### src/hw/ppu_pkg.sv
`default_nettype none

package ppu_pkg;

	// Video RAM address width for the 16 KB space
	localparam int vram_aw = 14;

	// Memory map
	// Nametable holds one tile number per 8x8 screen tile
	localparam logic [vram_aw-1:0] nametable_base = 14'h2000;

	// Attribute table follows the 960 nametable bytes
	localparam logic [vram_aw-1:0] attr_base = 14'h23C0;

	// Second pattern table sits this far above the first
	localparam logic [vram_aw-1:0] pattern_table_size = 14'h1000;

	// One palette bank
	// Four palettes of four colour bytes
	// Byte k of the bank sits at bits k*8 upward
	localparam int palette_bits = 128;

	// Screen row and column width
	localparam int screen_coord_w = 9;

	// One palette colour byte
	typedef logic [7:0] colour_t;

	// Eight colour bytes of one tile slice
	// Index 0 is the leftmost pixel
	typedef colour_t [7:0] pixel_colours_t;

endpackage

`default_nettype wire

### src/hw/ppu_links.sv
`default_nettype none


// Eight resolved colour bytes on their way to the render stage
interface pixel_row_if;
	logic valid;
	logic ready;
	logic [ppu_pkg::screen_coord_w-1:0] row;
	logic [ppu_pkg::screen_coord_w-1:0] col;
	ppu_pkg::pixel_colours_t colours;

	modport source(output valid, row, col, colours, input ready);
	modport sink(input valid, row, col, colours, output ready);
endinterface

`default_nettype wire

### src/hw/pixel_render.sv
`default_nettype none

module pixel_render (
	input  logic clk,
	input  logic rst,
	pixel_row_if.sink in,
	// Frame-buffer write port
	output logic pix_valid,
	input  logic pix_ready,
	output logic [ppu_pkg::screen_coord_w-1:0] pix_row,
	output logic [ppu_pkg::screen_coord_w-1:0] pix_col,
	output logic [7:0] pix_colour
);

	// A row is being written out
	logic busy;
	// Pixel within the slice
	logic [2:0] idx;
	logic pix_fire;
	logic last_pix;
	logic in_fire;

	logic [ppu_pkg::screen_coord_w-1:0] row_q;
	logic [ppu_pkg::screen_coord_w-1:0] col_q;
	ppu_pkg::pixel_colours_t colours_q;

	assign pix_fire = pix_valid && pix_ready;
	assign last_pix = pix_fire && (idx == 3'd7);

	// Next row may enter on the final pixel handshake
	assign in.ready = !busy || last_pix;
	assign in_fire = in.valid && in.ready;

	always_ff @(posedge clk or negedge rst) begin
		if (!rst) begin
			busy <= 1'b0;
			idx <= '0;
		end else if (in_fire) begin
			busy <= 1'b1;
			idx <= '0;
		end else if (pix_fire) begin
			// Eighth pixel empties the stage
			if (idx == 3'd7) begin
				busy <= 1'b0;
			end
			idx <= idx + 3'd1;
		end
	end

	always_ff @(posedge clk) begin
		if (in_fire) begin
			row_q <= in.row;
			col_q <= in.col;
			colours_q <= in.colours;
		end
	end

	// Present the current pixel, left to right
	assign pix_valid = busy;
	assign pix_row = row_q;
	assign pix_col = col_q + idx;
	assign pix_colour = colours_q[idx];

	// Stalled pixel holds its address and colour
	a_pix_stall_hold: assert property (@(posedge clk) disable iff (!rst)
		pix_valid && !pix_ready |=>
		pix_valid && $stable(pix_row) && $stable(pix_col) && $stable(pix_colour));

endmodule

`default_nettype wire

### src/flat_wrapper.sv
// flat-port wrapper written by rule: the top's interface ports become plain ports
module pixel_render_flat 
  (clk, rst, pix_valid, pix_ready, pix_row, pix_col, pix_colour, in_valid, in_row, in_col, in_colours, in_ready);
  pixel_row_if in_i ();
  input  logic clk;
  input  logic rst;
  output logic pix_valid;
  input  logic pix_ready;
  output logic [ppu_pkg::screen_coord_w-1:0] pix_row;
  output logic [ppu_pkg::screen_coord_w-1:0] pix_col;
  output logic [7:0] pix_colour;
  input wire logic [$bits(in_i.valid)-1:0] in_valid;
  input wire logic [$bits(in_i.row)-1:0] in_row;
  input wire logic [$bits(in_i.col)-1:0] in_col;
  input wire logic [$bits(in_i.colours)-1:0] in_colours;
  output wire logic [$bits(in_i.ready)-1:0] in_ready;
  assign in_i.valid = in_valid;
  assign in_i.row = in_row;
  assign in_i.col = in_col;
  assign in_i.colours = in_colours;
  assign in_ready = in_i.ready;
  pixel_render u_core (.clk(clk), .rst(rst), .in(in_i), .pix_valid(pix_valid), .pix_ready(pix_ready), .pix_row(pix_row), .pix_col(pix_col), .pix_colour(pix_colour));
endmodule
### config.mk
export PLATFORM = sky130hd
export DESIGN_NAME = pixel_render_flat
export DESIGN_NICKNAME = d
export VERILOG_FILES = /design/src/hw/ppu_pkg.sv /design/src/hw/ppu_links.sv /design/src/hw/pixel_render.sv /design/src/flat_wrapper.sv
export SDC_FILE = /design/constraint.sdc
export NUM_CORES = 1
export LEC_CHECK = 0
export ABC_AREA = 0
export BUFFER_PORTS_ARGS = -buffer_cell sky130_fd_sc_hd__clkbuf_2
export CAP_MARGIN = 20
export CORE_ASPECT_RATIO = 1.75
export CORE_MARGIN = 2
export CORE_UTILIZATION = 43
export DETAILED_ROUTE_END_ITERATION = 10
export PLACE_DENSITY = 0.7
export SKIP_CTS_REPAIR_TIMING = 1
export SLEW_MARGIN = 20
export SYNTH_ARGS = -nofsm -noshare
export SYNTH_HDL_FRONTEND = slang
export SYNTH_SLANG_ARGS = --single-unit
### constraint.sdc
create_clock -name clk -period 4.4 [get_ports clk]
set_clock_uncertainty 0.1 [all_clocks]
set_input_delay 0.22 -clock clk [delete_from_list [all_inputs] [get_ports clk]]
set_output_delay 0.22 -clock clk [all_outputs]
set_load 0.03 [all_outputs]
==> flow_summary.ini <==
[sta]
max_freq_mhz = 306.4
hold_violations = 0
slew_headroom_pct = 29.85
tns_ns = 0
rsz0062_at_grt = no
slew_violations = 0
finalCritPeriodShare_pct = 74.17
timing.hold.ws_ns = 0.06254
setup-violations-final = 0
worst_slew_pin_slew_ns = 1.052
post-route-min-period_ns = 3.264

[critical_path]
cp_cell_sequence = ha_1 -> fa_1 -> a21o_1 -> or3b_2 -> xnor2_1 -> clkbuf_2
end_kind = primary output
required_ns = 4.08
critPathKind = flip-flop to primary output
crit_path_max_fanout = 21
critPathMaxStageDelay_ns = 1.03
slowest_stage = dfrtp_1
cp-start-kind = flip-flop
r2r_start = u_core.idx[0]
cp.arrival_ns = 2.94
crit_start = u_core.idx[0]

[clock_network]
cts-root-buf = clkbuf_16
clkLatencyLatePin_ns = 0.33
cts_buffer_depth = 2
path_clk_slew_ns = 0.06
htree_levels = 3
cts_tree = built
cts_buffers = 9
cts.sinks = 86

[synthesis]
synth.avg_cell_area_um2 = 22.12
synth_ff_type = edfxtp_1
synthArstFlopShare_pct = 4.651
synth_seq_cells = 86
ys_seq_area_share_pct = 74.74
synthesis.area_um2 = 3428
syn_nets = 247
synth-edff-count = 82
synthCells = 155
ys_types = 27
yosysWarnings = 0

[global_route]
grt_pass1_wl_um = 9108
grt_pass1_vias = 1964
grt_usage_pct = 14.41
grt_max_degree = 83
grtUsageMet2_pct = 25.23
busiest_layer = met2
grt.overflow.total = 0
use_met1_pct = 14.89
grt_use_met3_pct = 4.715
antenna_found_initial = 0

[floorplan]
die_w_um = 71.50
die_height_um = 122.1
coreArea_um2 = 7855
initial_core_util_pct = 43.64
rows = 43
ioPinCount = 114
dieArea_um2 = 8731

[detailed_routing]
post_drt_wl_per_cell_um = 17.45
wl_um = 7888
vias = 2210
ant_nets = 0
drt_iter0_drc = 79
first_pass_iters = 4
viasPerCell = 4.889
route.detailed.drc = 0

[placement]
gp_congestion = 0.7628
portBuffers = 113
dp_hpwl_um = 4331

[pwr]
power_w = 0.002548
power.density_nw_per_um2 = 494.5
peakVddDrop_v = 0.0003420
p_leak_nw = 2.073

[finish]
fill_cells = 537
utilization_pct = 65.59
layout-drive-gt1-share_pct = 40.33
area_delta_synth_final_pct = 50.29
final_nets = 449
antenna_cells = 0

[flow_run]
drv_cap = 0

[hold_path]
worstHoldPathType = input port to flip-flop
hold_start = in_valid

[outcome]
status = finished clean
-- placed cells by master, fill, tap and decap left out, types with 2 or more instances in the layout --
cell	synthesis	layout
clkbuf_2	0	113
dlygate4sd3_1	0	83
edfxtp_1	82	82
mux4_1	9	9
clkbuf_16	0	9
mux4_2	7	7
mux2_4	7	7
nand2_1	6	6
ha_1	5	5
xnor2_1	4	4
a21oi_1	4	4
dfrtp_1	4	4
xor2_1	3	3
nand4_1	2	2
mux2_2	2	2
nor2b_1	2	2
a31o_2	2	2
a22o_1	2	2
clkinv_2	0	2
clkbuf_1	0	2
clkinv_1	0	2
-- kinds of logic after synthesis --
group                    Yosys count  synth area share (%)
AO/OA/AOI/OAI                     10                 2.117
XOR/XNOR                           7                 1.788
adder cells (fa/ha/maj)            6                 2.409
buffers and inverters              6                 1.460
flip-flops                        86                 74.74
multiplexers                      25                 15.22
AND/OR/NAND/NOR                   15                 2.263
-- sequential cells by signal (all words and copies together) (netlist names) --
signal,cells
u_core.pix_valid,1
u_core.colours_q,64
u_core.col_q,9
u_core.idx,3
u_core.pix_row,9
-- worst max-delay path, delay by kind of cell (launching register included) --
family                     cells  cell delay [ns]
DFF                            1             1.03
AOI/OAI and AO/OA              1             0.16
and+or+nand+nor                1             0.47
adders and majority gates      2             0.56
xor gates and xnor gates       1             0.17
buffers and inverters          1             0.23
-- path summary, 6_finish.rpt --
| check | cells past startpoint | slack [ns] | end |
|---|---|---|---|
| worst max-delay path | 6 | 1.14 | pix_col[8] |
| worst min-delay path | 2 | 0.06 | u_core.pix_valid |
| worst max register to register | 5 | 1.35 | u_core.pix_row[4] |
| worst min register to register | 1 | 0.51 | u_core.idx[2] |
| max in group asynchronous | 2 | 3.94 | u_core.pix_valid |
| min in group asynchronous | 2 | 0.13 | u_core.idx[2] |
-- synth_stat cells, types with 2 or more instances --
master / count / area share, %
edfxtp_1: 82 / 72
mux4_1: 9 / 6.9
a22o_1: 2 / 0.51
mux4_2: 7 / 4.6
buf_2: 3 / 0.44
nand4_1: 2 / 0.36
nor2b_1: 2 / 0.36
a21oi_1: 4 / 0.58
nand2_1: 6 / 0.66
xnor2_1: 4 / 1.0
a31o_2: 2 / 0.51
mux2_4: 7 / 3.1
mux2_2: 2 / 0.66
ha_1: 5 / 1.8
dfrtp_1: 4 / 2.9
xor2_1: 3 / 0.77
-- per-layer routing --
| layer | share of wire, % | vias to the layer above |
|---|---|---|
| met4 | 1.9 | 0 |
| met1 | 32 | 1058 |
| li1 | - | 1048 |
| met5 | 0 | - |
| met2 | 59 | 91 |
| met3 | 6.2 | 13 |
-- power breakdown --
| part | leakage (nW) | switching, W | internal, W |
|---|---|---|---|
| clock | 0.128 | 0.000284 | 0.000377 |
| combinational | 1.16 | 0.000389 | 0.000409 |
| sequential | 0.786 | 0.000117 | 0.000971 |
-- per-stage QoR --
step	instances	setup WS (ns)	cell area [µm²]
after floorplan	155	0.8634	3428
after global placement	353	1.431	4063
after detailed placement	353	1.297	4063
after CTS	369	1.094	4322
after global routing	452	0.9363	5152
final	452	1.136	5152
-- cell type report --
cell class | instances | area, µm² | share of cell area (%)
repair buffers | 196 | 1396 | 27.10
clock inverters | 5 | 26.28 | 0.5100
flip-flops and latches | 86 | 2562 | 49.73
well taps | 90 | 112.6 | 2.186
inverters | 1 | 3.754 | 0.07285
clock buffers | 11 | 232.7 | 4.517
multi-input cells | 63 | 818.3 | 15.88
Power figures use the tool's default switching activity.
