===== src/hw/ppu_pkg.sv =====
`default_nettype none

package ppu_pkg;

	// Video RAM address width for the 16 KB space
	localparam int vram_aw = 14;

	// Memory map
	// Nametable holds one tile number per 8x8 screen tile
	localparam logic [vram_aw-1:0] nametable_base = 14'h2000;

	// Attribute table follows the 960 nametable bytes
	localparam logic [vram_aw-1:0] attr_base = 14'h23C0;

	// Second pattern table sits this far above the first
	localparam logic [vram_aw-1:0] pattern_table_size = 14'h1000;

	// One palette bank
	// Four palettes of four colour bytes
	// Byte k of the bank sits at bits k*8 upward
	localparam int palette_bits = 128;

	// Screen row and column width
	localparam int screen_coord_w = 9;

	// One palette colour byte
	typedef logic [7:0] colour_t;

	// Eight colour bytes of one tile slice
	// Index 0 is the leftmost pixel
	typedef colour_t [7:0] pixel_colours_t;

endpackage

`default_nettype wire


===== src/hw/ppu_links.sv =====
`default_nettype none

// Fetched tile slice on its way to the compose stage
interface tile_job_if;
	logic valid;
	logic ready;
	logic [ppu_pkg::screen_coord_w-1:0] row;
	logic [ppu_pkg::screen_coord_w-1:0] col;
	// Background pattern bytes, bit 7 is the leftmost pixel
	logic [7:0] bg_lo;
	logic [7:0] bg_hi;
	logic [1:0] bg_pal;
	// Sprite pattern bytes already aligned to the tile
	logic [7:0] sp_lo;
	logic [7:0] sp_hi;
	logic [1:0] sp_pal;
	// Sprite drawn behind opaque background
	logic sp_behind;

	modport source(output valid, row, col, bg_lo, bg_hi, bg_pal,
		sp_lo, sp_hi, sp_pal, sp_behind, input ready);
	modport sink(input valid, row, col, bg_lo, bg_hi, bg_pal,
		sp_lo, sp_hi, sp_pal, sp_behind, output ready);
endinterface


`default_nettype wire


===== src/hw/tile_fetch.sv =====
`default_nettype none

module tile_fetch (
	input  logic clk,
	input  logic rst,
	// Tile request
	input  logic req_valid,
	output logic req_ready,
	input  logic [ppu_pkg::screen_coord_w-1:0] req_row,
	input  logic [ppu_pkg::screen_coord_w-1:0] req_col,
	input  logic req_show_bg,
	input  logic req_show_sprite,
	input  logic req_bg_table,
	input  logic req_sp_table,
	input  logic req_sprite_valid,
	input  logic [7:0] req_sprite_x,
	input  logic [7:0] req_sprite_y,
	input  logic [7:0] req_sprite_tile,
	input  logic [7:0] req_sprite_attr,
	// Video RAM read port
	output logic [ppu_pkg::vram_aw-1:0] rd_addr,
	input  logic [7:0] rd_data,
	tile_job_if.source job
);

	// Each read state names the address it drives
	typedef enum logic [3:0] {
		st_idle, st_nt, st_at, st_pl, st_ph, st_sl, st_sh, st_drain, st_done
	} state_t;

	state_t state;
	// Which read is returning on rd_data this cycle
	state_t last_rd;

	logic req_fire;
	logic [ppu_pkg::screen_coord_w-1:0] sp_y_ext;
	logic [ppu_pkg::screen_coord_w-1:0] sp_dy;
	logic sp_hit;
	logic [ppu_pkg::vram_aw-1:0] sp_pat_addr;

	// Request fields held for the whole fetch
	logic [ppu_pkg::screen_coord_w-1:0] row_q;
	logic [ppu_pkg::screen_coord_w-1:0] col_q;
	logic bg_table_q;
	logic sp_hit_q;
	logic sp_hflip_q;
	logic [7:0] sp_x_q;
	logic [ppu_pkg::vram_aw-1:0] sp_addr_q;
	logic [7:0] tile_q;

	logic [ppu_pkg::vram_aw-1:0] nt_addr;
	logic [ppu_pkg::vram_aw-1:0] at_addr;
	logic [ppu_pkg::vram_aw-1:0] bg_pat_addr;
	// Tile column minus sprite x
	logic signed [9:0] sp_dx;

	// Mirror if asked, then slide the sprite row under the tile
	// Bit 7 of the result is the tile's leftmost pixel
	function automatic logic [7:0] align_sprite(input logic [7:0] pat,
		input logic hflip, input logic signed [9:0] dx);
		logic [7:0] src;
		src = hflip ? {<<{pat}} : pat;
		// Large shifts push every bit out, so far columns become zero
		if (dx >= 0) begin
			return src << dx;
		end
		return src >> (-dx);
	endfunction

	assign req_ready = (state == st_idle);
	assign req_fire = req_valid && req_ready;

	// Sprite row test on the incoming request
	assign sp_y_ext = req_sprite_y;
	assign sp_dy = req_row - sp_y_ext;
	assign sp_hit = req_show_sprite && req_sprite_valid &&
		(req_row >= sp_y_ext) && (sp_dy < 8);

	// Fine row flips with vertical mirror
	assign sp_pat_addr = (req_sp_table ? ppu_pkg::pattern_table_size : '0) +
		{req_sprite_tile, 4'b0000} + (sp_dy[2:0] ^ {3{req_sprite_attr[7]}});

	// One nametable byte per tile, 32 tiles per row
	assign nt_addr = ppu_pkg::nametable_base +
		{row_q[ppu_pkg::screen_coord_w-1:3], 5'b00000} + col_q[ppu_pkg::screen_coord_w-1:3];
	// One attribute byte per 32x32 block, 8 blocks per row
	assign at_addr = ppu_pkg::attr_base +
		{row_q[ppu_pkg::screen_coord_w-1:5], 3'b000} + col_q[ppu_pkg::screen_coord_w-1:5];
	assign bg_pat_addr = (bg_table_q ? ppu_pkg::pattern_table_size : '0) +
		{tile_q, 4'b0000} + row_q[2:0];
	assign sp_dx = $signed({1'b0, col_q}) - $signed({2'b00, sp_x_q});

	always_comb begin
		case (state)
			st_nt: rd_addr = nt_addr;
			st_at: rd_addr = at_addr;
			st_pl: rd_addr = bg_pat_addr;
			// High plane is eight bytes above the low plane
			st_ph: rd_addr = bg_pat_addr + 4'd8;
			st_sl: rd_addr = sp_addr_q;
			st_sh: rd_addr = sp_addr_q + 4'd8;
			default: rd_addr = '0;
		endcase
	end

	// Sequencer
	always_ff @(posedge clk or negedge rst) begin
		if (!rst) begin
			state <= st_idle;
			last_rd <= st_idle;
		end else begin
			last_rd <= (state inside {st_nt, st_at, st_pl, st_ph, st_sl, st_sh}) ?
				state : st_idle;
			case (state)
				st_idle: begin
					if (req_valid) begin
						// Skip straight to whichever layer needs reads
						if (req_show_bg) begin
							state <= st_nt;
						end else if (sp_hit) begin
							state <= st_sl;
						end else begin
							state <= st_done;
						end
					end
				end
				st_nt: state <= st_at;
				st_at: state <= st_pl;
				st_pl: state <= st_ph;
				st_ph: state <= sp_hit_q ? st_sl : st_drain;
				st_sl: state <= st_sh;
				// Last read still in flight
				st_sh: state <= st_drain;
				st_drain: state <= st_done;
				st_done: begin
					if (job.ready) begin
						state <= st_idle;
					end
				end
				default: state <= st_idle;
			endcase
		end
	end

	// Request capture and read-data capture
	always_ff @(posedge clk) begin
		if (req_fire) begin
			row_q <= req_row;
			col_q <= req_col;
			bg_table_q <= req_bg_table;
			sp_hit_q <= sp_hit;
			sp_hflip_q <= req_sprite_attr[6];
			sp_x_q <= req_sprite_x;
			sp_addr_q <= sp_pat_addr;
			job.sp_pal <= req_sprite_attr[1:0];
			job.sp_behind <= req_sprite_attr[5];
			// Layers that are never read stay transparent
			job.bg_lo <= '0;
			job.bg_hi <= '0;
			job.bg_pal <= '0;
			job.sp_lo <= '0;
			job.sp_hi <= '0;
		end else begin
			case (last_rd)
				st_nt: tile_q <= rd_data;
				// Quadrant of the 32x32 block picks two attribute bits
				st_at: job.bg_pal <= rd_data[{row_q[4], col_q[4], 1'b0} +: 2];
				st_pl: job.bg_lo <= rd_data;
				st_ph: job.bg_hi <= rd_data;
				st_sl: job.sp_lo <= align_sprite(rd_data, sp_hflip_q, sp_dx);
				st_sh: job.sp_hi <= align_sprite(rd_data, sp_hflip_q, sp_dx);
				default: ;
			endcase
		end
	end

	assign job.valid = (state == st_done);
	assign job.row = row_q;
	assign job.col = col_q;

	// Job and its payload are held until the compose stage takes it
	a_job_held: assert property (@(posedge clk) disable iff (!rst)
		job.valid && !job.ready |=> job.valid && $stable(job.row) && $stable(job.col) &&
		$stable({job.bg_lo, job.bg_hi, job.bg_pal}) &&
		$stable({job.sp_lo, job.sp_hi, job.sp_pal, job.sp_behind}));

endmodule

`default_nettype wire


===== src/flat_wrapper.sv =====
// flat-port wrapper written by rule: the top's interface ports become plain ports
module tile_fetch_flat 
  (clk, rst, req_valid, req_ready, req_row, req_col, req_show_bg, req_show_sprite, req_bg_table, req_sp_table, req_sprite_valid, req_sprite_x, req_sprite_y, req_sprite_tile, req_sprite_attr, rd_addr, rd_data, job_valid, job_row, job_col, job_bg_lo, job_bg_hi, job_bg_pal, job_sp_lo, job_sp_hi, job_sp_pal, job_sp_behind, job_ready);
  tile_job_if job_i ();
  input  logic clk;
  input  logic rst;
  input  logic req_valid;
  output logic req_ready;
  input  logic [ppu_pkg::screen_coord_w-1:0] req_row;
  input  logic [ppu_pkg::screen_coord_w-1:0] req_col;
  input  logic req_show_bg;
  input  logic req_show_sprite;
  input  logic req_bg_table;
  input  logic req_sp_table;
  input  logic req_sprite_valid;
  input  logic [7:0] req_sprite_x;
  input  logic [7:0] req_sprite_y;
  input  logic [7:0] req_sprite_tile;
  input  logic [7:0] req_sprite_attr;
  output logic [ppu_pkg::vram_aw-1:0] rd_addr;
  input  logic [7:0] rd_data;
  output wire logic [$bits(job_i.valid)-1:0] job_valid;
  output wire logic [$bits(job_i.row)-1:0] job_row;
  output wire logic [$bits(job_i.col)-1:0] job_col;
  output wire logic [$bits(job_i.bg_lo)-1:0] job_bg_lo;
  output wire logic [$bits(job_i.bg_hi)-1:0] job_bg_hi;
  output wire logic [$bits(job_i.bg_pal)-1:0] job_bg_pal;
  output wire logic [$bits(job_i.sp_lo)-1:0] job_sp_lo;
  output wire logic [$bits(job_i.sp_hi)-1:0] job_sp_hi;
  output wire logic [$bits(job_i.sp_pal)-1:0] job_sp_pal;
  output wire logic [$bits(job_i.sp_behind)-1:0] job_sp_behind;
  input wire logic [$bits(job_i.ready)-1:0] job_ready;
  assign job_valid = job_i.valid;
  assign job_row = job_i.row;
  assign job_col = job_i.col;
  assign job_bg_lo = job_i.bg_lo;
  assign job_bg_hi = job_i.bg_hi;
  assign job_bg_pal = job_i.bg_pal;
  assign job_sp_lo = job_i.sp_lo;
  assign job_sp_hi = job_i.sp_hi;
  assign job_sp_pal = job_i.sp_pal;
  assign job_sp_behind = job_i.sp_behind;
  assign job_i.ready = job_ready;
  tile_fetch u_core (.clk(clk), .rst(rst), .req_valid(req_valid), .req_ready(req_ready), .req_row(req_row), .req_col(req_col), .req_show_bg(req_show_bg), .req_show_sprite(req_show_sprite), .req_bg_table(req_bg_table), .req_sp_table(req_sp_table), .req_sprite_valid(req_sprite_valid), .req_sprite_x(req_sprite_x), .req_sprite_y(req_sprite_y), .req_sprite_tile(req_sprite_tile), .req_sprite_attr(req_sprite_attr), .rd_addr(rd_addr), .rd_data(rd_data), .job(job_i));
endmodule

===== config.mk =====
export PLATFORM = sky130hd
export DESIGN_NAME = tile_fetch_flat
export DESIGN_NICKNAME = d
export VERILOG_FILES = /design/src/hw/ppu_pkg.sv /design/src/hw/ppu_links.sv /design/src/hw/tile_fetch.sv /design/src/flat_wrapper.sv
export SDC_FILE = /design/constraint.sdc
export NUM_CORES = 1
export LEC_CHECK = 0
export BUFFER_PORTS_ARGS = -buffer_cell sky130_fd_sc_hd__buf_2
export CORE_ASPECT_RATIO = 1.75
export CORE_MARGIN = 1
export CORE_UTILIZATION = 23
export CTS_CLUSTER_SIZE = 14
export DETAILED_ROUTE_END_ITERATION = 16
export PLACE_DENSITY = 0.46
export RECOVER_POWER = 50
export SYNTH_ARGS = -nofsm -noshare
export SYNTH_HDL_FRONTEND = slang
export SYNTH_SLANG_ARGS = --single-unit

===== constraint.sdc =====
create_clock -name clk -period 7.15 [get_ports clk]
set_clock_uncertainty 0.05 [all_clocks]
set_input_delay 0.715 -clock clk [delete_from_list [all_inputs] [get_ports clk]]
set_output_delay 0.715 -clock clk [all_outputs]
set_load 0.01 [all_outputs]

==> metrics.cfg, run 1 <==
[placement]
placed_cells=975
dpl_worst_slack_ps=3530
place_area_mm2=0.00646
io_buffers=134
gp_congestion=0.834
place_hpwl_um=12900

[yosys]
syn_area_per_cell_um2=9.77
synth_top_area_share=0.284
syn_inst=564
synth_cell_types=62
syn_area_mm2=0.00551
synth-main-ff-cell=edfxtp_1
ys_ff_latch=94
synth_top_area_cell=edfxtp_1
synth.area.top_cells=edfxtp_1, dfxtp_1, ha_1
syn-num-nets=655
synth-edff-count=52
yosysSeqAreaShare=0.443
synthArstFlopShare=0.0851
ys_warn_count=0

[setup_path]
required_ps=7390
arrival_ps=3840
critPathLaunchType=flop
path_class=flop to flop
end_kind=flop
cp_max_fo=18

[route]
first_pass_iters=4
wl_um=16800
wire_per_inst_um=17.0
drt_iter0_markers=182
drc=0
viasPerCell=4.74
via_count=4702
ant_nets=0

[cts]
cts_buffers=9
cts_tree=done
max-clock-path-buffers=2
postCtsSetupBuffers=0
postCtsHoldBufs=0
htreeDepth=3
cts_resized=0
clk_latency_ps=360
clkSinkCount=94
path_clk_slew_ps=70
ctsRootBufferMaster=clkbuf_16

[sta]
setup_viol=0
rsz0062_at_grt=false
setup_ws_ps=3550
drv_slew=0
fmax_ghz=0.278
finalCriticalPeriod_ps=3600
slew_headroom=0.340
post-route-period-util=0.503
worstMarginPinSlew_ps=982
setup_tns_ps=0
hold_viol=0

[power]
p_leak_nw=2.54
fin_total_pwr_mw=2.58
ir_drop_uv=142
powerDensity_mw_per_mm2=387

[die]
die_area_mm2=0.0246
io_pins=138
row_count=74
start_util=0.235
fp.coreArea_mm2=0.0234
die_y_um=207
fp.dieW_um=119

[global_route]
grt_pass1_vias=4733
antenna_found_initial=1
grt_overflow=0
grt_pass1_wl_um=26000
grt_max_degree=64
grt.total_usage=0.140

[final_layout]
final_cell_area_mm2=0.00668
fin_cells=992
fin_nets=773
syn_to_final_growth_pct=21.2
drive_gt1_frac=0.164

[run]
drv_cap=0

[hold_path]
hold_class=primary input to async pin

[status]
status=finished, final reports clean

[cell families after synthesis]
group	share of synthesized area
and+or+nand+nor	0.140
adders and majority gates	0.0572
muxes	0.0809
AOI/OAI and AO/OA	0.201
DFF	0.443
other	0.000681
buffers and inverters	0.0459
xor gates and xnor gates	0.0316
[state kept, by name, summed over array words and instances (netlist names), 2 cells and up]
name,count
u_core.job.col,9
u_core.job.bg_lo,8
u_core.job.sp_pal,2
u_core.tile_q,8
u_core.job.row,9
u_core.job.bg_hi,8
u_core.job.sp_lo,8
u_core.job.sp_hi,8
u_core.sp_addr_q,12
u_core.job.bg_pal,2
u_core.sp_x_q,8
u_core.state,4
u_core.last_rd,4
[worst max-delay path, stage by stage, from the launching register on]
cell      delay [ps]
edfxtp_1         390
inv_1             80
ha_1             150
inv_1             50
fa_1             420
xnor2_2          740
nand3b_1         150
mux2i_1          240
mux2i_1          120
nor4b_2          680
o211ai_1         280
a21oi_1          190
[cell type report]
cell class                 instances  area [um2]
fill                            2520       16700
multi-input combinational        407        2810
sequential                        94        2440
timing repair buffer             139         624
tap                              304         380
clock buffer                      13         282
inverter                          31         116
clock inverter                     3        16.3
antenna                            1        2.50
[cell usage after synthesis (all sizes together), types with 9 or more instances]
library cell	count
dfxtp	34
ha	22
nand3	14
clkbuf	22
o21ai	39
mux2i	13
edfxtp	52
nor3	10
o211ai	12
nand2	65
o21a	9
inv	31
a21oi	50
mux4	10
buf	10
nor2	33
nand2b	9
xnor2	11
a31oi	12
[placed cells by master, fill, tap and decap left out, types with 4 or more instances in the layout]
| cell | count |
|---|---|
| a2111oi_0 | 4 |
| a211o_1 | 4 |
| a211oi_1 | 7 |
| a21oi_1 | 49 |
| a221o_1 | 4 |
| a221oi_1 | 4 |
| a222oi_1 | 6 |
| a31oi_1 | 12 |
| and2_1 | 4 |
| buf_2 | 67 |
| buf_4 | 5 |
| clkbuf_1 | 68 |
| clkbuf_16 | 10 |
| dfrtp_1 | 8 |
| dfxtp_1 | 34 |
| edfxtp_1 | 52 |
| ha_1 | 22 |
| inv_1 | 30 |
| mux2_2 | 7 |
| mux2i_1 | 13 |
| mux4_2 | 10 |
| nand2_1 | 65 |
| nand2b_1 | 9 |
| nand3_1 | 14 |
| nor2_1 | 33 |
| nor2b_1 | 4 |
| nor3_1 | 9 |
| o211ai_1 | 12 |
| o21a_1 | 9 |
| o21ai_0 | 36 |
| or2_2 | 4 |
| or3_1 | 5 |
| xnor2_1 | 10 |
| xor2_1 | 8 |
[through the flow]
stage | hold WS (ps) | utilization
after floorplan | 369 | -
after global placement | 391 | 0.276
after detailed placement | 394 | 0.276
after CTS | 130 | 0.288
after global routing | 256 | 0.285
final | 228 | 0.285
[metal layers]
layer	global-route usage	vias to the layer above	routed length (um)
met3	0.0387	23	906
met1	0.143	2226	6450
li1	-	2334	-
met5	0	-	0
met4	0.0624	0	423
met2	0.262	119	9070
[path summary, 6_finish.rpt]
check,start,endpoint,slack (ps),depth (start not counted)
max,u_core.job.col[0]$_DFFE_PP_,u_core.job.sp_hi[0]$_SDFFE_PP0N_,3550,11
min,rst,u_core.last_rd[0]$_DFF_PN0_,230,1
max reg2reg,u_core.job.col[0]$_DFFE_PP_,u_core.job.sp_hi[0]$_SDFFE_PP0N_,3550,11
min reg2reg,u_core.job.bg_hi[6]$_SDFFE_PP0N_,u_core.job.bg_hi[6]$_SDFFE_PP0N_,400,2
max in group asynchronous,rst,u_core.last_rd[1]$_DFF_PN0_,6500,1
min in group clk,u_core.job.bg_hi[6]$_SDFFE_PP0N_,u_core.job.bg_hi[6]$_SDFFE_PP0N_,400,2
[where the power goes]
part           total [mW]  switching (mW)  leakage, nW  internal (mW)
Clock               0.484           0.210        0.144          0.274
Sequential          0.880           0.127        0.856          0.754
Combinational        1.22           0.755         1.54          0.466
(Power assumes the default switching activity.)
==> run 2, diff against run 1 <==
- ABC_AREA: not set -> 1
- clock period: 7.15 -> 3.45 ns (I/O delays scaled with it)
==> run 2 against run 1 <==
  * Register-to-register slack got worse by 3200 ps
  * Sequential share of layout area decreased by 0.14 points
  * Combinational power increased by 93%
  * Hold slack got worse by 130 ps
  * Setup slack got worse by 3200 ps
  * Total power increased by 97%
  * First-iteration DRC count decreased by 5.5%
  * Routed wire length decreased by 5.3%
  * Critical path depth increased by 6
  * Synthesized area decreased by 0.93%
  * Clock-buffer cell count unchanged
  * Sequential cell count unchanged
  * Critical endpoint is now u_core.job.sp_hi[2]$_SDFFE_PP0N_
  * Largest cell class unchanged
  * Highest routed layer unchanged
==> metrics.cfg, run 2 <==
[hold_path]
hold_class=primary input to flop
hold_depth=1

[setup_path]
required_ps=3710  ; -3680 ps
r2r.worst_path.cells=17  ; +6
cp_slowest_stage_delay_ps=520  ; -220 ps
cp_slowest_cell=fa_1
cp_num_buf_inv=4  ; +2
cp_common_cell=nand3_1
end_kind=flop
critPathLaunchType=flop
cp_max_fo=12  ; -6
arrival_ps=3310  ; -530 ps
path_class=flop to flop
worst-path-stages=17  ; +6
crit_family=simple AND/OR/NAND/NOR gates
crit_path_cell_trace=inv_1 -> ha_1 -> inv_1 -> fa_1 -> inv_1 -> nand3_1 -> nor2_2 -> nand2_1 -> o21ai_0 -> nand3_1 -> nor2_2 -> nand2_4 -> nor2_2 -> nand3_1 -> nand3_1 -> nand3_1 -> inv_1

[cts]
path_clk_slew_ps=70  ; about the same
postCtsHoldBufs=1  ; +1
cts_tree=done
clkSinkCount=94  ; unchanged
clk_latency_ps=370  ; about the same
ctsRootBufferMaster=clkbuf_16
cts_buffers=9  ; unchanged
max-clock-path-buffers=2  ; unchanged
postCtsSetupBuffers=0  ; unchanged
htreeDepth=3  ; unchanged
cts_resized=0  ; unchanged

[power]
ir_drop_uv=287  ; +100%
seqPwrFrac=0.335  ; -0.006
p_leak_nw=3.16  ; +24%
switchingPower_mw=2.18  ; +100%
fin_total_pwr_mw=5.09  ; +97%
p_clk_frac=0.201  ; +0.014
switching_share=0.429  ; +0.00666
p_int_mw=2.91  ; +95%
powerDensity_mw_per_mm2=760  ; +96%
combPwrFrac=0.463  ; -0.009

[global_route]
grt_overflow=0  ; unchanged
grt_pass1_wl_um=25100  ; -3.6%
grt_pass1_vias=4855  ; +2.6%
antenna_found_initial=0  ; -1
grt.total_usage=0.136  ; -0.00382
grt_max_degree=45  ; -30%

[yosys]
synth-simple-area-share=0.266  ; +0.127
yosysMostFrequentCell=nand2_1
ys_warn_count=0  ; unchanged
synth_top_area_share=0.286  ; +0.00267
synth.area.top_cells=edfxtp_1, dfxtp_1, nand2_1
syn-num-nets=800  ; +22%
ys_ff_latch=94  ; unchanged
synthXorXnorAreaFrac=0.0161  ; -0.0155
synth-main-ff-cell=edfxtp_1
synthTopCellsByCount=nand2_1, inv_1, nand3_1, o21ai_0, edfxtp_1
synth_adder_area_share=0.0578  ; +0.000538
synth.area.mux_share=0  ; -0.0809
synth_top_area_cell=edfxtp_1
synth_top_family_by_area=simple AND/OR/NAND/NOR gates
syn_area_per_cell_um2=7.70  ; -21%
yosysSeqAreaShare=0.448  ; +0.00417
synth_cell_types=42  ; -32%
synth-edff-count=52  ; unchanged
synth_compound_area_frac=0.114  ; -0.0862
syn_area_mm2=0.00546  ; -0.93%
syn_inst=709  ; +26%
synthArstFlopShare=0.0851  ; unchanged

[die]
die_area_mm2=0.0244  ; -0.92%
row_count=74  ; unchanged
io_pins=138  ; unchanged
fp.coreArea_mm2=0.0233  ; -0.40%
start_util=0.234  ; -0.00127
die_y_um=206  ; -0.46%
fp.dieW_um=118  ; -0.46%

[route]
ant_nets=0  ; unchanged
dr_wl_met3_um=756  ; -17%
viasPerCell=4.30  ; -9.2%
via_count=4965  ; +5.6%
wl_um=15900  ; -5.3%
first_pass_iters=5  ; +1
drt_iter0_markers=172  ; -5.5%
drc=0  ; unchanged
wl_met1_um=6290  ; -2.4%
top_layer=met4
wire_per_inst_um=13.8  ; -19%
wl_met2_um=8500  ; -6.3%

[sta]
hold_viol=0  ; unchanged
drv_slew=0  ; unchanged
post-route-period-util=0.886  ; +0.383
slew_headroom=0.593  ; +0.252
setup_tns_ps=0  ; unchanged
rsz0062_at_grt=false
worstMarginPinSlew_ps=611  ; -371 ps
fmax_ghz=0.327  ; +18%
setup_viol=0  ; unchanged
finalCriticalPeriod_ps=3060  ; -541 ps

[final_layout]
final_common_cell=nand2_1
largest_reg_flops=12  ; unchanged
fin_cells=1154  ; +16%
largest-register=u_core.sp_addr_q
n_fill_cell=2592  ; +2.9%
final-seq-area_mm2=0.00244  ; unchanged
diodes=0  ; -1
multi_input_area_mm2=0.00248  ; -12%
fin_nets=936  ; +21%
syn_to_final_growth_pct=22.8
drive_gt1_frac=0.136  ; -0.0280
final_cell_mix=nand2_1, inv_1, nand3_1, clkbuf_1, buf_2

[status]
status=finished, final reports clean

[placement]
gp_congestion=0.810  ; -2.9%
io_buffers=134  ; unchanged
placed_cells=1137  ; +17%
place_hpwl_um=12900  ; -0.64%

[run]
drv_cap=0  ; unchanged

-- run 2: cell count changes in the layout (fill, tap and decap cells not counted), sizes merged, moves of 10 or more --
cell,before,now
nand2,65,170
a31oi,12,2
mux4,10,0
inv,31,116
o21ai,39,60
nor2,33,55
mux2i,13,0
a21oi,50,36
nand3,14,73
-- run 2: per-stage QoR --
| stage | setup slack [ps] | utilization | hold slack (ps) | cell area, um2 |
|---|---|---|---|---|
| 6_report | 393 | 0.287 | 96.0 | 6700 |
| 3_5_place_dp | 388 | 0.278 | 153 | 6480 |
| 5_1_grt | 64.4 | 0.287 | 84.5 | 6700 |
| 4_1_cts | 361 | 0.291 | 78.2 | 6790 |
| 3_3_place_gp | 392 | 0.278 | 153 | 6480 |
| 2_1_floorplan | 638 | - | -0.591 | 5460 |
-- run 2: path summary, 6_finish.rpt --
path | startpoint | endpoint | slack [ps]
max | u_core.job.col[0]$_DFFE_PP_ | u_core.job.sp_hi[2]$_SDFFE_PP0N_ | 390
min | req_col[7] | u_core.job.col[7]$_DFFE_PP_ | 100
max reg2reg | u_core.job.col[0]$_DFFE_PP_ | u_core.job.sp_hi[2]$_SDFFE_PP0N_ | 390
min reg2reg | u_core.sp_hit_q$_DFFE_PP_ | u_core.state[1]$_DFFE_PN0P_ | 400
max in group asynchronous | rst | u_core.state[0]$_DFFE_PN0P_ | 2600
min in group asynchronous | rst | u_core.state[1]$_DFFE_PN0P_ | 420
-- run 2: final cells by class --
type / instances / area share
Clock inverter: 3 / 0.00653
Clock buffer: 13 / 0.0373
Sequential cell: 94 / 0.364
Tap cell: 304 / 0.0568
Timing Repair Buffer: 143 / 0.0976
Inverter: 119 / 0.0667
Multi-Input combinational cell: 478 / 0.371
-- run 2: worst reg2reg max path: stages (launching register included) --
cell and delay [ps]:
edfxtp_1 380, inv_1 70, ha_1 140, inv_1 70, fa_1 520, inv_1 280
nand3_1 180, nor2_2 150, nand2_1 70, o21ai_0 80, nand3_1 120, nor2_2 270
nand2_4 130, nor2_2 120, nand3_1 100, nand3_1 130, nand3_1 70, inv_1 60
-- run 2: cell families (layout without fill, tap and decap cells) --
| logic type | Yosys count | count (layout) |
|---|---|---|
| and+or+nand+nor | 329 | 329 |
| DFF | 94 | 94 |
| other | 1 | 1 |
| AOI/OAI and AO/OA | 114 | 114 |
| xor gates and xnor gates | 10 | 10 |
| buffers and inverters | 137 | 278 |
| adders and majority gates | 24 | 24 |
-- run 2: power groups by stage --
| stage | combinational, mW | sequential [mW] | clock (mW) |
|---|---|---|---|
| final | 2.36 | 1.71 | 1.03 |
| after detailed placement | 2.44 | 1.73 | 0 |
| after CTS | 2.46 | 1.71 | 1.07 |
| after global placement | 2.44 | 1.73 | 0 |
| after global routing | 2.70 | 1.75 | 1.11 |
| after floorplan | 1.53 | 1.79 | 0 |
-- run 2: per-layer routing --
layer  track usage  vias to the layer above
met5             0                        -
met4        0.0651                        0
met3        0.0338                       22
met2         0.255                      108
met1         0.140                     2232
li1              -                     2603
==> run 3, diff against run 2 <==
- CTS_BUF_LIST: not set -> sky130_fd_sc_hd__clkbuf_4 sky130_fd_sc_hd__clkbuf_8 sky130_fd_sc_hd__clkbuf_16
- HOLD_SLACK_MARGIN: not set -> 0.06
- SETUP_SLACK_MARGIN: not set -> 0.5
==> run 3 against run 2 <==
  * Total power increased by 4.1%
  * Cell area increased by 3.2%
  * Fmax increased by 10%
  * Hold slack got worse by 1.1 ps
  * Combinational power increased by 8%
  * Final cell count increased by 0.78%
  * Utilization increased by 0.91 points
  * Critical path depth increased by 4
  * Global-route usage about the same
  * Largest power group unchanged
  * Largest cell class unchanged
  * Non-clock buffer count increased by 9
  * Sequential power about the same
  * Die area unchanged
==> metrics.cfg, run 3 (same netlist as run 2, synthesis figures left out) <==
[sta]
worstMarginPinSlew_ps=611  ; +0.232 ps
setup_ws_ps=680  ; +287 ps
fmax_ghz=0.361  ; +10%
rsz0062_at_grt=false
setup_tns_ps=0  ; unchanged
setup_viol=0  ; unchanged
hold_ws_ps=94.9  ; -1.12 ps
slew_headroom=0.593  ; about the same
finalCriticalPeriod_ps=2770  ; -287 ps
post-route-period-util=0.803  ; -0.0832
drv_slew=0  ; unchanged
hold_viol=0  ; unchanged

[final_layout]
drive_gt1_frac=0.184  ; +0.0475
final_cell_area_mm2=0.00691  ; +3.2%
syn_to_final_growth_pct=26.7
final_util=0.296  ; +0.00912
largest-register=u_core.sp_addr_q
largest_reg_flops=12  ; unchanged
final_common_cell=nand2_1
diodes=0  ; unchanged
fin_nets=945  ; +0.96%
final_cell_mix=nand2_1, inv_1, clkbuf_1, buf_2, nand3_1

[power]
powerDensity_mw_per_mm2=767  ; +0.94%
ir_drop_uv=289  ; +0.51%
p_leak_nw=3.21  ; +1.8%

[setup_path]
arrival_ps=3030  ; -280 ps
critPathLaunchType=flop
required_ps=3710  ; about the same
cp_max_fo=8  ; -4
end_kind=flop
r2r_slack_ps=680  ; +290 ps
path_class=flop to flop

[die]
fp.coreArea_mm2=0.0233  ; unchanged
die_y_um=206  ; unchanged
die_area_mm2=0.0244  ; unchanged
fp.dieW_um=118  ; unchanged
io_pins=138  ; unchanged
start_util=0.234  ; unchanged
row_count=74  ; unchanged

[cts]
path_clk_slew_ps=70  ; about the same
cts_tree=done
cts_buffers=9  ; unchanged
clk_latency_ps=370  ; about the same
ctsRootBufferMaster=clkbuf_16
clkSinkCount=94  ; unchanged
max-clock-path-buffers=2  ; unchanged
htreeDepth=3  ; unchanged

[global_route]
grt_overflow=0  ; unchanged
grt_pass1_vias=4887  ; +0.66%
antenna_found_initial=0  ; unchanged
grt.total_usage=0.136  ; +0.000355
grt_pass1_wl_um=25100  ; +0.33%
grt_max_degree=45  ; unchanged

[placement]
place_area_mm2=0.00648  ; unchanged
gp_congestion=0.810  ; unchanged
io_buffers=134  ; unchanged
dpl_worst_slack_ps=388  ; unchanged
place_hpwl_um=12900  ; unchanged

[route]
viasPerCell=4.33  ; +0.67%
dr_wl_met3_um=777  ; +2.8%
first_pass_iters=4  ; -1
via_count=5037  ; +1.5%
top_layer=met4
wl_um=16100  ; +0.87%
drc=0  ; unchanged
drt_iter0_markers=172  ; unchanged
wl_met2_um=8570  ; +0.75%
wl_met1_um=6300  ; +0.16%
ant_nets=0  ; unchanged
wire_per_inst_um=13.8  ; about the same

[status]
status=finished, final reports clean

[run]
drv_cap=0  ; unchanged

[hold_path]
hold_class=primary input to flop

## run 3: cell count changes in the layout (fill, tap and decap cells not counted), sizes merged
cell | previous run | this run
buf | 73 | 82
clkinvlp | 0 | 1
inv | 116 | 115
## run 3: area by class of cell
class / instances / area (um2)
clock inverter: 3 / 43.8
tap: 304 / 380
clock buffer: 13 / 262
sequential: 94 / 2440
multi-input combinational: 478 / 2610
fill: 2576 / 16400
inverter: 119 / 453
timing repair buffer: 152 / 723
## run 3: metrics by stage
| stage | std cells | power (mW) |
|---|---|---|
| after floorplan | 709 | 3.32 |
| after global placement | 1137 | 4.17 |
| after detailed placement | 1137 | 4.17 |
| after CTS | 1156 | 5.28 |
| after global routing | 1163 | 5.78 |
| final | 1163 | 5.30 |
## run 3: power breakdown
| group | internal (mW) | leakage [nW] | switching (mW) |
|---|---|---|---|
| Combinational | 0.897 | 2.20 | 1.65 |
| Sequential | 1.53 | 0.859 | 0.171 |
| Clock | 0.606 | 0.154 | 0.444 |
| Total | 3.04 | 3.21 | 2.27 |
## run 3: worst paths after layout
path | start | endpoint | depth (start not counted)
worst min-delay path | req_col[7] | u_core.job.col[7]$_DFFE_PP_ | 1
max in group asynchronous | rst | u_core.state[0]$_DFFE_PN0P_ | 2
min in group asynchronous | rst | u_core.last_rd[1]$_DFF_PN0_ | 2
worst min register to register | u_core.sp_hit_q$_DFFE_PP_ | u_core.state[1]$_DFFE_PN0P_ | 1
worst max register to register | u_core.job.col[0]$_DFFE_PP_ | u_core.job.sp_lo[2]$_SDFFE_PP0N_ | 21
worst max-delay path | u_core.job.col[0]$_DFFE_PP_ | u_core.job.sp_lo[2]$_SDFFE_PP0N_ | 21
## run 3: metal layers
metal	track usage	vias to the layer above
li1	-	2614
met1	0.141	2280
met2	0.255	117
met3	0.0338	26
met4	0.0674	0
met5	0	-
## run 3: what timing repair did
item | CTS | global route
hold buffers | 1 | 0
pin swaps | 0 | 12
setup buffers | 2 | 7
endpoints found under the hold margin | 8 | 0
gates resized for setup | 3 | 36
setup endpoints to repair | 15 | 16
## run 3: worst max-delay path: stages, from the launching register on
cell      delay (ps)
edfxtp_1         380
inv_1             80
ha_2             170
inv_2             50
fa_2             370
nand2_2          100
nand2_2           80
nand3_4           80
nand2_4           60
nand2_1           70
nand2_1           80
nor2_2           140
nand3_1           90
nand2_1           80
nand2_2           60
nor2_4           180
nand2_4          120
nor2_1           180
nor2_2            80
nand3_1           90
nand3_1           70
inv_1             60
